### src/design/fetch_pkg.sv
// shared definitions of the instruction prefetch buffer
// fetch FSM states, bus widths, FIFO sizing and address select codes
package fetch_pkg;

  ////////////////////////////////////////
  // bus widths
  ////////////////////////////////////////

  // instruction address and word width
  localparam int unsigned ADDR_W = 32;
  localparam int unsigned DATA_W = 32;

  // byte step between sequential word fetches
  localparam int unsigned WORD_BYTES = 4;

  ////////////////////////////////////////
  // FIFO sizing
  ////////////////////////////////////////

  localparam int unsigned FIFO_DEPTH = 3;
  // occupancy count, holds 0 to FIFO_DEPTH
  localparam int unsigned FIFO_CNT_W = 2;

  ////////////////////////////////////////
  // fetch address select
  ////////////////////////////////////////

  localparam int unsigned ADDR_SEL_W = 2;
  // branch target, next sequential word, or replay of the held address
  localparam logic [ADDR_SEL_W-1:0] ADDR_SEL_BRANCH = 2'd0;
  localparam logic [ADDR_SEL_W-1:0] ADDR_SEL_NEXT   = 2'd1;
  localparam logic [ADDR_SEL_W-1:0] ADDR_SEL_CUR    = 2'd2;

  // fetch FSM states
  // wait_aborted drains a response that a branch made stale
  typedef enum logic [1:0] {
    IDLE,
    WAIT_GNT,
    WAIT_RVALID,
    WAIT_ABORTED
  } fetch_state_e;

endpackage
### src/design/prefetch_buffer.sv
// instruction prefetch buffer top level
// fetch FSM, address counter and FIFO between the core and instruction memory
`timescale 1ns/1ps

module prefetch_buffer (
  input  logic                         clk_i,
  input  logic                         rst_ni,
  // core side
  input  logic                         req_i,
  input  logic                         branch_i,
  input  logic [fetch_pkg::ADDR_W-1:0] branch_addr_i,
  input  logic                         ready_i,
  output logic                         valid_o,
  output logic [fetch_pkg::DATA_W-1:0] rdata_o,
  output logic [fetch_pkg::ADDR_W-1:0] addr_o,
  output logic                         busy_o,
  // instruction memory side
  output logic                         instr_req_o,
  input  logic                         instr_gnt_i,
  output logic [fetch_pkg::ADDR_W-1:0] instr_addr_o,
  input  logic [fetch_pkg::DATA_W-1:0] instr_rdata_i,
  input  logic                         instr_rvalid_i
);

  import fetch_pkg::*;

  logic                  fifo_space;
  logic                  fifo_push;
  logic                  fifo_pop;
  logic                  addr_load;
  logic                  fsm_active;
  logic [ADDR_SEL_W-1:0] addr_sel;
  logic [ADDR_W-1:0]     cur_addr;

  // busy while a request is driven or a response is owed
  assign busy_o   = fsm_active | instr_req_o;
  // a word leaves only when presented and accepted
  assign fifo_pop = valid_o & ready_i;

  fetch_ctrl_fsm fetch_ctrl_fsm_i (
    .clk_i          (clk_i),
    .rst_ni         (rst_ni),
    .req_i          (req_i),
    .branch_i       (branch_i),
    .space_i        (fifo_space),
    .instr_gnt_i    (instr_gnt_i),
    .instr_rvalid_i (instr_rvalid_i),
    .instr_req_o    (instr_req_o),
    .addr_load_o    (addr_load),
    .push_o         (fifo_push),
    .active_o       (fsm_active),
    .addr_sel_o     (addr_sel)
  );

  fetch_addr_cnt fetch_addr_cnt_i (
    .clk_i         (clk_i),
    .rst_ni        (rst_ni),
    .load_i        (addr_load),
    .addr_sel_i    (addr_sel),
    .branch_addr_i (branch_addr_i),
    .cur_addr_o    (cur_addr),
    .next_addr_o   (),
    .fetch_addr_o  (instr_addr_o)
  );

  // responses pair with the address of the outstanding request
  fetch_fifo fetch_fifo_i (
    .clk_i      (clk_i),
    .rst_ni     (rst_ni),
    .clear_i    (branch_i),
    .push_i     (fifo_push),
    .pop_i      (fifo_pop),
    .in_addr_i  (cur_addr),
    .in_data_i  (instr_rdata_i),
    .valid_o    (valid_o),
    .space_o    (fifo_space),
    .out_addr_o (addr_o),
    .out_data_o (rdata_o)
  );

endmodule

### src/design/fetch_fifo.sv
// shift-style FIFO of fetched address/data pairs
// clear, push and pop, plus a space flag that covers the word in flight
`timescale 1ns/1ps

module fetch_fifo (
  input  logic                         clk_i,
  input  logic                         rst_ni,
  input  logic                         clear_i,
  input  logic                         push_i,
  input  logic                         pop_i,
  input  logic [fetch_pkg::ADDR_W-1:0] in_addr_i,
  input  logic [fetch_pkg::DATA_W-1:0] in_data_i,
  output logic                         valid_o,
  output logic                         space_o,
  output logic [fetch_pkg::ADDR_W-1:0] out_addr_o,
  output logic [fetch_pkg::DATA_W-1:0] out_data_o
);

  import fetch_pkg::*;

  // entry 0 is the head
  logic [ADDR_W-1:0]     addr_q [FIFO_DEPTH];
  logic [ADDR_W-1:0]     addr_d [FIFO_DEPTH];
  logic [DATA_W-1:0]     data_q [FIFO_DEPTH];
  logic [DATA_W-1:0]     data_d [FIFO_DEPTH];
  logic [FIFO_CNT_W-1:0] cnt_q, cnt_d;
  logic [FIFO_CNT_W-1:0] wr_idx;

  ////////////////////////////////////////
  // status
  ////////////////////////////////////////

  assign valid_o    = (cnt_q != '0);
  // two free entries: one for the next request, one for the word in flight
  assign space_o    = (cnt_q < FIFO_CNT_W'(FIFO_DEPTH - 1));
  assign out_addr_o = addr_q[0];
  assign out_data_o = data_q[0];

  // a pop shifts everything down, so the tail slot moves with it
  assign wr_idx = cnt_q - FIFO_CNT_W'(pop_i);

  ////////////////////////////////////////
  // next contents
  ////////////////////////////////////////

  always_comb begin
    addr_d = addr_q;
    data_d = data_q;
    if (pop_i) begin
      for (int i = 0; i < FIFO_DEPTH - 1; i++) begin
        addr_d[i] = addr_q[i+1];
        data_d[i] = data_q[i+1];
      end
    end
    if (push_i) begin
      addr_d[wr_idx] = in_addr_i;
      data_d[wr_idx] = in_data_i;
    end
  end

  // clear wins over push and pop
  always_comb begin
    if (clear_i) begin
      cnt_d = '0;
    end else begin
      cnt_d = cnt_q + FIFO_CNT_W'(push_i) - FIFO_CNT_W'(pop_i);
    end
  end

  always_ff @(posedge clk_i or negedge rst_ni) begin
    if (!rst_ni) begin
      cnt_q <= '0;
    end else begin
      cnt_q <= cnt_d;
    end
  end

  // payload storage
  always_ff @(posedge clk_i) begin
    addr_q <= addr_d;
    data_q <= data_d;
  end

  // the FSM only fetches ahead while space_o holds, so a push always fits
  assert property (@(posedge clk_i) disable iff (!rst_ni)
    push_i && !clear_i |-> (cnt_q < FIFO_CNT_W'(FIFO_DEPTH)))
    else $error("push into full FIFO");

  // consumer pops only a presented word
  assert property (@(posedge clk_i) disable iff (!rst_ni)
    pop_i |-> valid_o)
    else $error("pop from empty FIFO");

endmodule

### src/design/fetch_addr_cnt.sv
// fetch address register and next-word incrementer
// forms the memory address from the FSM select
`timescale 1ns/1ps

module fetch_addr_cnt (
  input  logic                             clk_i,
  input  logic                             rst_ni,
  input  logic                             load_i,
  input  logic [fetch_pkg::ADDR_SEL_W-1:0] addr_sel_i,
  input  logic [fetch_pkg::ADDR_W-1:0]     branch_addr_i,
  output logic [fetch_pkg::ADDR_W-1:0]     cur_addr_o,
  output logic [fetch_pkg::ADDR_W-1:0]     next_addr_o,
  output logic [fetch_pkg::ADDR_W-1:0]     fetch_addr_o
);

  import fetch_pkg::*;

  // address of the outstanding or last request
  logic [ADDR_W-1:0] addr_q;

  assign cur_addr_o  = addr_q;
  // step from the word-aligned address
  assign next_addr_o = {addr_q[ADDR_W-1:2], 2'b00} + ADDR_W'(WORD_BYTES);

  // address mux toward memory
  always_comb begin
    case (addr_sel_i)
      ADDR_SEL_BRANCH: fetch_addr_o = branch_addr_i;
      ADDR_SEL_CUR:    fetch_addr_o = addr_q;
      default:         fetch_addr_o = next_addr_o;
    endcase
  end

  always_ff @(posedge clk_i or negedge rst_ni) begin
    if (!rst_ni) begin
      addr_q <= '0;
    end else if (load_i) begin
      addr_q <= fetch_addr_o;
    end
  end

  // the core only branches to word-aligned targets
  assert property (@(posedge clk_i) disable iff (!rst_ni)
    load_i && (addr_sel_i == ADDR_SEL_BRANCH) |-> (branch_addr_i[1:0] == 2'b00))
    else $error("misaligned branch target %h", branch_addr_i);

endmodule

### src/design/fetch_ctrl_fsm.sv
// fetch control FSM of the prefetch buffer
// drives the memory request, the address select, the counter load and the FIFO push
`timescale 1ns/1ps

module fetch_ctrl_fsm (
  input  logic                             clk_i,
  input  logic                             rst_ni,
  input  logic                             req_i,
  input  logic                             branch_i,
  input  logic                             space_i,
  input  logic                             instr_gnt_i,
  input  logic                             instr_rvalid_i,
  output logic                             instr_req_o,
  output logic                             addr_load_o,
  output logic                             push_o,
  output logic                             active_o,
  output logic [fetch_pkg::ADDR_SEL_W-1:0] addr_sel_o
);

  import fetch_pkg::*;

  fetch_state_e state_q, state_d;
  logic         can_issue;

  // a branch clears the FIFO, so it always makes room for a new fetch
  assign can_issue = req_i & (space_i | branch_i);

  // high while a request is pending or a response is owed
  assign active_o = (state_q != IDLE);

  ////////////////////////////////////////
  // next state and outputs
  ////////////////////////////////////////

  always_comb begin
    state_d     = state_q;
    instr_req_o = 1'b0;
    addr_load_o = 1'b0;
    push_o      = 1'b0;
    // a branch target always takes priority on the address mux
    addr_sel_o  = branch_i ? ADDR_SEL_BRANCH : ADDR_SEL_NEXT;

    unique case (state_q)
      // nothing outstanding
      IDLE: begin
        if (can_issue) begin
          instr_req_o = 1'b1;
          addr_load_o = 1'b1;
          state_d     = instr_gnt_i ? WAIT_RVALID : WAIT_GNT;
        end
      end

      // request held with a stable address until granted
      WAIT_GNT: begin
        instr_req_o = 1'b1;
        if (!branch_i) begin
          addr_sel_o = ADDR_SEL_CUR;
        end
        // ungranted request, so a branch may simply retarget it
        addr_load_o = branch_i;
        state_d     = instr_gnt_i ? WAIT_RVALID : WAIT_GNT;
      end

      // granted, waiting for the word
      WAIT_RVALID: begin
        if (instr_rvalid_i) begin
          // with a branch in the same cycle the FIFO clear drops this word
          push_o = 1'b1;
          if (can_issue) begin
            // back-to-back fetch of the following word
            instr_req_o = 1'b1;
            addr_load_o = 1'b1;
            state_d     = instr_gnt_i ? WAIT_RVALID : WAIT_GNT;
          end else begin
            state_d = IDLE;
          end
        end else if (branch_i) begin
          // response still owed; remember the target and drain it first
          addr_load_o = 1'b1;
          state_d     = WAIT_ABORTED;
        end
      end

      // stale response in flight, target already stored in the counter
      // the core keeps req_i high across a branch
      WAIT_ABORTED: begin
        if (!branch_i) begin
          addr_sel_o = ADDR_SEL_CUR;
        end
        // a further branch just replaces the stored target
        addr_load_o = branch_i;
        if (instr_rvalid_i) begin
          // stale word is not pushed, the target is requested instead
          instr_req_o = 1'b1;
          state_d     = instr_gnt_i ? WAIT_RVALID : WAIT_GNT;
        end
      end

      default: begin
        state_d = IDLE;
      end
    endcase
  end

  ////////////////////////////////////////
  // state register
  ////////////////////////////////////////

  always_ff @(posedge clk_i or negedge rst_ni) begin
    if (!rst_ni) begin
      state_q <= IDLE;
    end else begin
      state_q <= state_d;
    end
  end

  // an ungranted request never falls back
  assert property (@(posedge clk_i) disable iff (!rst_ni)
    instr_req_o && !instr_gnt_i |=> instr_req_o)
    else $error("instr_req_o dropped before grant");

  // a branch with a response still owed moves to draining and pushes nothing
  assert property (@(posedge clk_i) disable iff (!rst_ni)
    (state_q == WAIT_RVALID) && branch_i && !instr_rvalid_i
      |=> (state_q == WAIT_ABORTED) && !push_o)
    else $error("stale response not dropped in state %s", state_q.name());

endmodule

### config.mk
export PLATFORM = sky130hd
export DESIGN_NAME = prefetch_buffer
export DESIGN_NICKNAME = d
export VERILOG_FILES = /design/src/design/fetch_pkg.sv /design/src/design/prefetch_buffer.sv /design/src/design/fetch_fifo.sv /design/src/design/fetch_addr_cnt.sv /design/src/design/fetch_ctrl_fsm.sv
export SDC_FILE = /design/constraint.sdc
export NUM_CORES = 1
export LEC_CHECK = 0
export BUFFER_PORTS_ARGS = -buffer_cell sky130_fd_sc_hd__buf_4
export CAP_MARGIN = 30
export CORE_AREA = 5 5 148 150
export CTS_BUF_LIST = sky130_fd_sc_hd__clkbuf_4 sky130_fd_sc_hd__clkbuf_8
export DETAILED_ROUTE_END_ITERATION = 12
export DIE_AREA = 0 0 153 155
export GPL_TIMING_DRIVEN = 0
export PLACE_DENSITY = 0.82
export SKIP_LAST_GASP = 1
export SYNTH_ARGS = -nofsm -noshare
export SYNTH_HDL_FRONTEND = slang
export SYNTH_HIERARCHICAL = 1
export SYNTH_SLANG_ARGS = --single-unit
### constraint.sdc
create_clock -name clk_i -period 8.9 [get_ports clk_i]
set_clock_uncertainty 0.1 [all_clocks]
set_input_delay 0.89 -clock clk_i [delete_from_list [all_inputs] [get_ports clk_i]]
set_output_delay 0.89 -clock clk_i [all_outputs]
set_load 0.02 [all_outputs]
==> results of run 1 <==
## report_power, final
group	total [uW]	switching, uW	internal [uW]
clock	997	405	591
combinational	2520	1260	1270
sequential	1800	299	1500
## worst max-delay path by stage
stage	endpoint	slack, ps	cells after the start	startpoint
after global placement	instr_addr_o[29]	4130	7	branch_i
final	instr_addr_o[29]	4090	7	branch_i
after floorplan	instr_addr_o[31]	5150	6	branch_i
after global routing	instr_addr_o[22]	4080	8	branch_i
after CTS	instr_addr_o[29]	4200	7	branch_i
after detailed placement	instr_addr_o[29]	4210	7	branch_i
## worst max-delay path: cells and delay by family
kind                   cells  cell delay [ps]
buffers and inverters      5             2100
and+or+nand+nor            1              580
AOI/OAI and AO/OA          1              240
## cells in the final DEF (no fill, tap or decap), types with 8 or more instances in the layout
cell type / n
edfxtp_1: 64
nand2_1: 45
clkbuf_8: 45
a21oi_1: 94
clkbuf_1: 35
nor4_1: 12
nor3_1: 18
a22oi_1: 9
clkbuf_4: 11
nor2b_1: 18
buf_2: 31
dfxtp_1: 128
mux2_1: 10
o21ai_0: 11
a211oi_1: 17
mux2_2: 74
o22ai_1: 20
and3_1: 8
nand4_1: 16
dfrtp_1: 36
mux2_4: 50
nand3_1: 14
mux2i_1: 76
nor2_1: 92
inv_1: 16
nand2b_1: 8
buf_4: 242
buf_1: 12
a31oi_1: 8
## metal layers
metal | vias up | routed length (um)
li1 | 4422 | -
met1 | 4495 | 13600
met2 | 447 | 15000
met3 | 72 | 2840
met4 | 0 | 903
met5 | - | 0
## layout make-up
class                      count  area (sq um)  share of cell area
clock inverter                11           129             0.00904
clock buffer                  56           702              0.0492
multi-input combinational    710          5390               0.378
inverter                      16          60.1             0.00421
sequential                   228          5390               0.378
timing repair buffer         170          1290              0.0904
tap                          275           344              0.0241
buffer                       159           957              0.0671
## metrics by stage
step	hold WS (ps)	worst slack (ps)
2_1_floorplan	357	5150
3_3_place_gp	378	4130
3_5_place_dp	387	4210
4_1_cts	242	4200
5_1_grt	261	4080
6_report	242	4090
==> flow_summary_export.csv, run 1 <==
group,metric,value,unit
sta,slew_headroom,0.464,
critical_path,path_class,"in -> out",
cells_and_area,fin_cells,1625,
place,dp_hpwl,22800,um
global_routing,gr-total-overflow,0,
power_and_ir_drop,vdd_drop_max,0.184,mV
critical_path,worst_path_max_delay_cell,"clkbuf_1",
sta,fin_setup_tns,0,ps
global_routing,grt_busiest_layer,"met2",
sta,worst_slew_pin_slew,805,ps
critical_path,cp.required,7910,ps
cells_and_area,drive_above_1_share,0.360,
cts,htree_levels,2,
place,place_area,13400,sq um
global_routing,met1_usage,0.346,
cells_and_area,fillers,1591,
critical_path,rr_worst_depth,5,
power_and_ir_drop,power.leakage,0.00592,uW
drt,vias,9436,
floorplanning,dieHeight,155,um
global_routing,antenna_found_initial,0,
drt,ant_nets,0,
place,portBuffers,169,
drt,drtIter0Drc,756,
drt,drt-total-wl,32300,um
floorplanning,fp-row-count,53,
critical_path,worstPathCellList,"buf_4 > nor2_1 > clkbuf_1 > clkbuf_1 > clkbuf_1 > a31oi_1 > buf_4",
critical_path,r2r_start,"fetch_ctrl_fsm_i/state_q[0]",
cts,cts-resized-gates,0,
cts,cts_tree,"done",
sta,hold_viol_final,0,
sta,rsz0062_at_grt,"false",
floorplanning,die_area,23700,sq um
cts,clk_latency,530,ps
cts,cts_made_buffers,37,
cells_and_area,fin_util,0.694,
min_path,hold_path_class,"in -> async",
cts,cts.hold.buffers_added,0,
synthesis,synthCells,1113,
cells_and_area,nNetsFinal,1396,
cts,ctsLongestPathBuffers,3,
global_routing,grt_max_degree,40,
floorplanning,ios,170,
synthesis,synth_area,11800,sq um
global_routing,first_global_vias,9339,
critical_path,crit_top_cell,"clkbuf_1",
critical_path,r2r-end,"fetch_addr_cnt_i/cur_addr_o[14]",
sta,slew_violations,0,
drt,wl_per_cell,19.9,um
cts,cts_root_buffer,"clkbuf_8",
place,placed_cells,1558,
critical_path,path_max_fanout,10,
critical_path,cp-start-kind,"input port",
sta,period_minus_slack,4810,ps
global_routing,grt_pass1_wl,50600,um
critical_path,rrSetupSlack,5590,ps
drt,dr.pass1.iters,5,
sta,setup_violations,0,
sta,max_freq,0.208,GHz
place,gp_congestion,1.01,
cells_and_area,areaGrowthSynthToFinish,20.9,%
outcome,status,"complete, no violations",
cts,clkTransAtPathRegs,60,ps
synthesis,avgSynthCellArea,10.6,sq um
power_and_ir_drop,fin_total_pwr,5320,uW
cells_and_area,fin_area,14300,sq um
synthesis,yosys_warnings,6,
critical_path,crit_arrival,3820,ps
run,max-cap-violations,0,
cts,cts.sinks,228,
global_routing,grt_usage,0.265,
critical_path,critical_path.max_stage_delay,590,ps
global_routing,grtUsageMet3,0.0654,
floorplanning,initial_utilization,0.574,
sta,finalCritPeriodShare,0.540,
floorplanning,core,20600,sq um
global_routing,use_met2,0.433,
floorplanning,dieWidth,153,um
drt,drc,0,
drt,via_per_inst,5.81,
synthesis,synth_fp_nets,1187,
cells_and_area,insertedDiodeCount,0,
power_and_ir_drop,power.density,373,nW/um^2
cts,post-cts-setup-buffer-count,0,
critical_path,endpoint_kind,"output port",
(Power assumes the default switching activity.)
==> inputs of run 2 (changes only) <==
Settings changed: CORE_AREA 5 5 148 150 to 5 5 156 158, DIE_AREA 0 0 153 155 to 0 0 161 163, PLACE_DENSITY 0.82 to 0.78.
Clock period 8.9 ns to 4.15 ns, I/O delays scaled along.
==> run 2 against run 1 <==
Compared with the run above:
- global-route usage down 2.4 points
- count of clock-buffer cells in the layout up 4
- combinational power is 110% higher
- register-to-register slack worse by 4300 ps
- utilization is 5.5 points lower
- final cell count up 3.5%
- design area is 3.0% higher
- first-iteration DRC count is 19% lower
- largest power group unchanged
==> flow_summary_export.csv, run 2 (same netlist as run 1, synthesis figures left out) <==
group,metric,value,unit
outcome,status,"complete, no violations",
cells_and_area,drive_above_1_share,0.358,
sta,setup_violations,0,
floorplanning,dieHeight,163,um
cts,post-cts-setup-buffer-count,0,
sta,whs,101,ps
power_and_ir_drop,power.density,784,nW/um^2
floorplanning,initial_utilization,0.513,
critical_path,r2r-end,"fetch_addr_cnt_i/cur_addr_o[6]",
critical_path,crit_arrival,3580,ps
cts,cts_tree,"done",
drt,drtIter0Drc,615,
sta,worst_slew_pin_slew,929,ps
cts,cts.sinks,228,
drt,via_per_inst,5.68,
critical_path,r2r_start,"fetch_ctrl_fsm_i/state_q[0]",
floorplanning,fp-row-count,56,
critical_path,rrSetupSlack,1320,ps
sta,slew_violations,0,
power_and_ir_drop,fin_total_pwr,11500,uW
cells_and_area,fin_area,14700,sq um
drt,wl_per_cell,19.4,um
critical_path,cp.required,3630,ps
cells_and_area,final_common_cell,"buf_4",
cells_and_area,fin_util,0.639,
cts,cts_made_buffers,41,
power_and_ir_drop,power.leakage,0.00611,uW
cts,clk_latency,540,ps
cells_and_area,final_cell_mix,"242 x buf_4, 128 x dfxtp_1, 94 x a21oi_1, 91 x nor2_1, 76 x mux2i_1",
global_routing,grt_max_degree,37,
global_routing,grt_pass1_wl,50600,um
critical_path,cp-start-kind,"input port",
place,portBuffers,169,
global_routing,first_global_vias,9302,
drt,drt-total-wl,32600,um
run,max-cap-violations,0,
cts,clkTransAtPathRegs,50,ps
cts,cts_root_buffer,"clkbuf_8",
cts,htree_levels,2,
sta,hold_viol_final,0,
global_routing,grt_usage,0.241,
drt,drc,0,
drt,vias,9551,
cells_and_area,fin_cells,1682,
floorplanning,die_area,26200,sq um
critical_path,rr_worst_depth,5,
global_routing,antenna_found_initial,0,
floorplanning,ios,170,
critical_path,endpoint_kind,"output port",
place,gp_congestion,0.990,
floorplanning,dieWidth,161,um
global_routing,gr-total-overflow,0,
place,dp_hpwl,22600,um
critical_path,crit_end,"instr_addr_o[31]",
sta,slew_headroom,0.375,
cells_and_area,nNetsFinal,1434,
cells_and_area,areaGrowthSynthToFinish,24.5,%
cts,ctsLongestPathBuffers,3,
sta,rsz0062_at_grt,"true",
drt,dr.pass1.iters,5,
power_and_ir_drop,vdd_drop_max,0.369,mV
drt,ant_nets,0,
floorplanning,core,23000,sq um
sta,finalCritPeriodShare,0.986,
place,placed_cells,1573,
cells_and_area,insertedDiodeCount,0,
sta,max_freq,0.244,GHz
critical_path,crit_path_start,"branch_i",
min_path,hold_path_class,"in -> reg",
sta,period_minus_slack,4090,ps
place,place_area,13400,sq um
critical_path,path_class,"in -> out",
critical_path,path_max_fanout,10,
run 2: stage by stage:
stage | setup slack (ps) | setup TNS, ps
finish | 56.9 | 0
global route | -48.5 | -48.5
CTS | 27.8 | 0
detailed placement | 190 | 0
global placement | -52.7 | -2960
floorplan | 876 | 0
run 2: worst min-delay path by stage:
stage / startpoint / endpoint / slack (ps) / cells after the start
floorplan: rst_ni / fetch_addr_cnt_i/cur_addr_o[0] / 20 / 0
global placement: rst_ni / fetch_addr_cnt_i/cur_addr_o[7] / 320 / 1
finish: instr_rvalid_i / fetch_ctrl_fsm_i/state_q[1] / 100 / 3
CTS: branch_addr_i[18] / fetch_addr_cnt_i/cur_addr_o[18] / 70 / 3
detailed placement: rst_ni / fetch_addr_cnt_i/cur_addr_o[7] / 320 / 1
global route: branch_addr_i[18] / fetch_addr_cnt_i/cur_addr_o[18] / 70 / 3
run 2: layer usage:
metal	global-route usage	part of all wire
met1	0.318	0.42
met2	0.396	0.47
met3	0.0516	0.079
met4	0.0807	0.027
met5	0	0
run 2: repair_timing:
item,CTS,global route
endpoints found under the hold margin,87,0
hold buffers,35,0
setup endpoints to repair,4,13
resized for setup,2,4
run 2: power by group:
group | internal (uW) | total, uW | switching, uW
Combinational | 2740 | 5410 | 2680
Clock | 1320 | 2240 | 922
Sequential | 3230 | 3860 | 632
Total | 7290 | 11500 | 4230
run 2: worst max-delay path: stages:
cell           delay (ps)
dlygate4sd3_1         540
buf_4                 160
nor2_2                320
clkbuf_2              350
clkbuf_1              450
clkbuf_2              410
nor2_1                 90
nor4_1                570
buf_4                 260
run 2: layout make-up:
| cell class | instances | area [sq um] |
|---|---|---|
| plain buffers | 158 | 957 |
| clock inverters | 15 | 151 |
| fillers | 1860 | 8300 |
| well taps | 290 | 363 |
| clock buffers | 60 | 732 |
| repair buffers | 205 | 1640 |
| multi-input cells | 710 | 5400 |
| inverters | 16 | 60.1 |
| flip-flops and latches | 228 | 5390 |
==> inputs of run 3 (changes only) <==
Settings changed: CORE_AREA 5 5 156 158 to 5 5 159 161, CTS_BUF_LIST sky130_fd_sc_hd__clkbuf_4 sky130_fd_sc_hd__clkbuf_8 to unset, DIE_AREA 0 0 161 163 to 0 0 164 166, PLACE_DENSITY 0.78 to 0.75.
Clock period 4.15 ns to 3.58 ns, I/O delays scaled along.
==> run 3 against run 2 <==
Compared with the run above:
- global-route usage down 0.70 points
- sequential power up 16%
- critical path depth down 2
- flip-flop and latch count unchanged
- sequential share of layout area about the same
- design area about the same
- combinational power up 16%
- register-to-register slack worse by 540 ps
- count of clock-buffer cells in the layout down 26
- critical endpoint unchanged
==> flow_summary_export.csv, run 3 (same netlist as run 1, synthesis figures left out) <==
group,metric,value,unit
outcome,status,"complete, no violations",
power_and_ir_drop,power_frac_seq,0.337,
critical_path,worstPathCellList,"nor2_2 > clkbuf_2 > clkbuf_2 > clkbuf_2 > nor2_1 > nor4_2 > buf_4",
global_routing,grt_pass1_wl,51400,um
global_routing,first_global_vias,9432,
sta,setup_violations,0,
sta,max_freq,0.283,GHz
power_and_ir_drop,power.leakage,0.00606,uW
power_and_ir_drop,clock_power_share,0.188,
drt,vias,9494,
drt,wl_per_cell,19.6,um
place,pre_cts_slack,-236,ps
min_path,hold_path_class,"in -> reg",
sta,fin_setup_tns,0,ps
global_routing,grt_usage,0.234,
drt,drc,0,
critical_path,path_delay_family,"buffers and inverters",
power_and_ir_drop,p_switching,4860,uW
drt,drtIter0Drc,666,
place,portBuffers,169,
global_routing,grt_max_degree,40,
cells_and_area,insertedDiodeCount,0,
cts,cts.sinks,228,
cts,cts_tree,"done",
critical_path,path_class,"reg -> out",
cells_and_area,areaGrowthSynthToFinish,24.5,%
run,max-cap-violations,0,
critical_path,path_max_fanout,10,
sta,worst_slack,49.4,ps
power_and_ir_drop,switching_share,0.366,
cells_and_area,drive_above_1_share,0.345,
cts,clk_latency,520,ps
power_and_ir_drop,intPower,8420,uW
min_path,whs_path_depth,3,
cells_and_area,nNetsFinal,1418,
critical_path,crit_arrival,3070,ps
critical_path,cp.required,3120,ps
critical_path,crit_top_cell,"clkbuf_2",
sta,worst_slew_pin_slew,1010,ps
critical_path,cp-start-kind,"flip-flop",
sta,whs,36.0,ps
critical_path,path_buf_inv,4,
floorplanning,die_area,27200,sq um
power_and_ir_drop,p_comb_frac,0.475,
sta,slew_headroom,0.323,
drt,ant_nets,0,
cells_and_area,fin_util,0.616,
power_and_ir_drop,power.density,904,nW/um^2
floorplanning,fp-row-count,57,
critical_path,worst_path_max_delay_cell,"dfrtp_1",
floorplanning,core,23800,sq um
critical_path,path_depth,7,
floorplanning,initial_utilization,0.495,
drt,drt-total-wl,33000,um
floorplanning,dieWidth,164,um
cells_and_area,final_common_cell,"buf_4",
cts,clkTransAtPathRegs,70,ps
drt,dr.pass1.iters,5,
cts,ctsLongestPathBuffers,3,
cts,post-cts-setup-buffer-count,0,
cts,cts_made_buffers,24,
floorplanning,dieHeight,166,um
cts,cts_root_buffer,"clkbuf_16",
drt,via_per_inst,5.63,
sta,period_minus_slack,3530,ps
place,dp_hpwl,23000,um
global_routing,gr-total-overflow,0,
sta,finalCritPeriodShare,0.986,
power_and_ir_drop,vdd_drop_max,0.385,mV
cts,htree_levels,1,
global_routing,antenna_found_initial,0,
sta,rsz0062_at_grt,"true",
sta,hold_viol_final,0,
critical_path,endpoint_kind,"output port",
critical_path,critical_path.max_stage_delay,440,ps
sta,slew_violations,0,
critical_path,rr_worst_depth,8,
cells_and_area,final_cell_mix,"242 x buf_4, 128 x dfxtp_1, 94 x a21oi_1, 91 x nor2_1, 76 x mux2i_1",
place,gp_congestion,0.985,
floorplanning,ios,170,
-- run 3: cell count changes in the layout (fill, tap and decap cells not counted), sizes merged --
cell      delta
buf          -2
clkbuf      -23
clkinvlp     -3
clkinv       -2
-- run 3: path summary, 6_finish.rpt --
path                            slack, ps                             from                              end
worst max-delay path                   50      fetch_ctrl_fsm_i/state_q[0]                 instr_addr_o[31]
worst min-delay path                   40                branch_addr_i[18]  fetch_addr_cnt_i/cur_addr_o[18]
worst max register to register        780            fetch_fifo_i/cnt_q[1]  fetch_addr_cnt_i/cur_addr_o[20]
worst min register to register        410  fetch_addr_cnt_i/cur_addr_o[16]                        flip-flop
max in group asynchronous            2720                           rst_ni  fetch_addr_cnt_i/cur_addr_o[29]
min in group asynchronous             280                           rst_ni   fetch_addr_cnt_i/cur_addr_o[7]
-- run 3: final cells by class --
| type | instances | area [sq um] |
|---|---|---|
| sequential | 228 | 5390 |
| multi-input combinational | 710 | 5430 |
| clock buffer | 34 | 659 |
| buffer | 159 | 973 |
| fill | 1981 | 9140 |
| timing repair buffer | 205 | 1650 |
| inverter | 16 | 60.1 |
| tap | 324 | 405 |
| clock inverter | 10 | 124 |
-- run 3: power groups by stage --
stage	sequential [uW]	combinational (uW)	clock, uW
2_1_floorplan	4230	4560	0
3_3_place_gp	4480	6110	0
3_5_place_dp	4520	6200	0
4_1_cts	4480	6270	2540
5_1_grt	4620	6770	2650
6_report	4480	6300	2500
-- run 3: through the flow --
step	instances	power (uW)	instance area [sq um]
2_1_floorplan	1113	8790	11800
3_3_place_gp	1606	10600	13500
3_5_place_dp	1607	10700	13500
4_1_cts	1686	13300	14600
5_1_grt	1686	14000	14700
6_report	1686	13300	14700
-- run 3: routing by layer --
| layer | GRT usage | routed length, um | up-vias |
|---|---|---|---|
| met2 | 0.382 | 15300 | 403 |
| met3 | 0.0434 | 2480 | 68 |
| met4 | 0.0653 | 937 | 0 |
| met1 | 0.318 | 14300 | 4549 |
| met5 | 0 | 0 | - |
| li1 | - | - | 4474 |
-- run 3: what timing repair did --
item | 4_1_cts | 5_1_grt
hold buffers | 35 | 0
setup endpoints to repair | 26 | 11
gates resized for setup | 9 | 9
pin swaps | 0 | 0
hold endpoints to repair | 103 | 0
-- run 3: worst register-to-register path, cell delays in order (launching register included) --
cell,delay (ps)
dfrtp_1,420
inv_1,170
a31oi_1,110
nor2_1,100
clkbuf_1,260
clkbuf_1,550
clkbuf_1,530
o22ai_1,160
a311oi_1,290
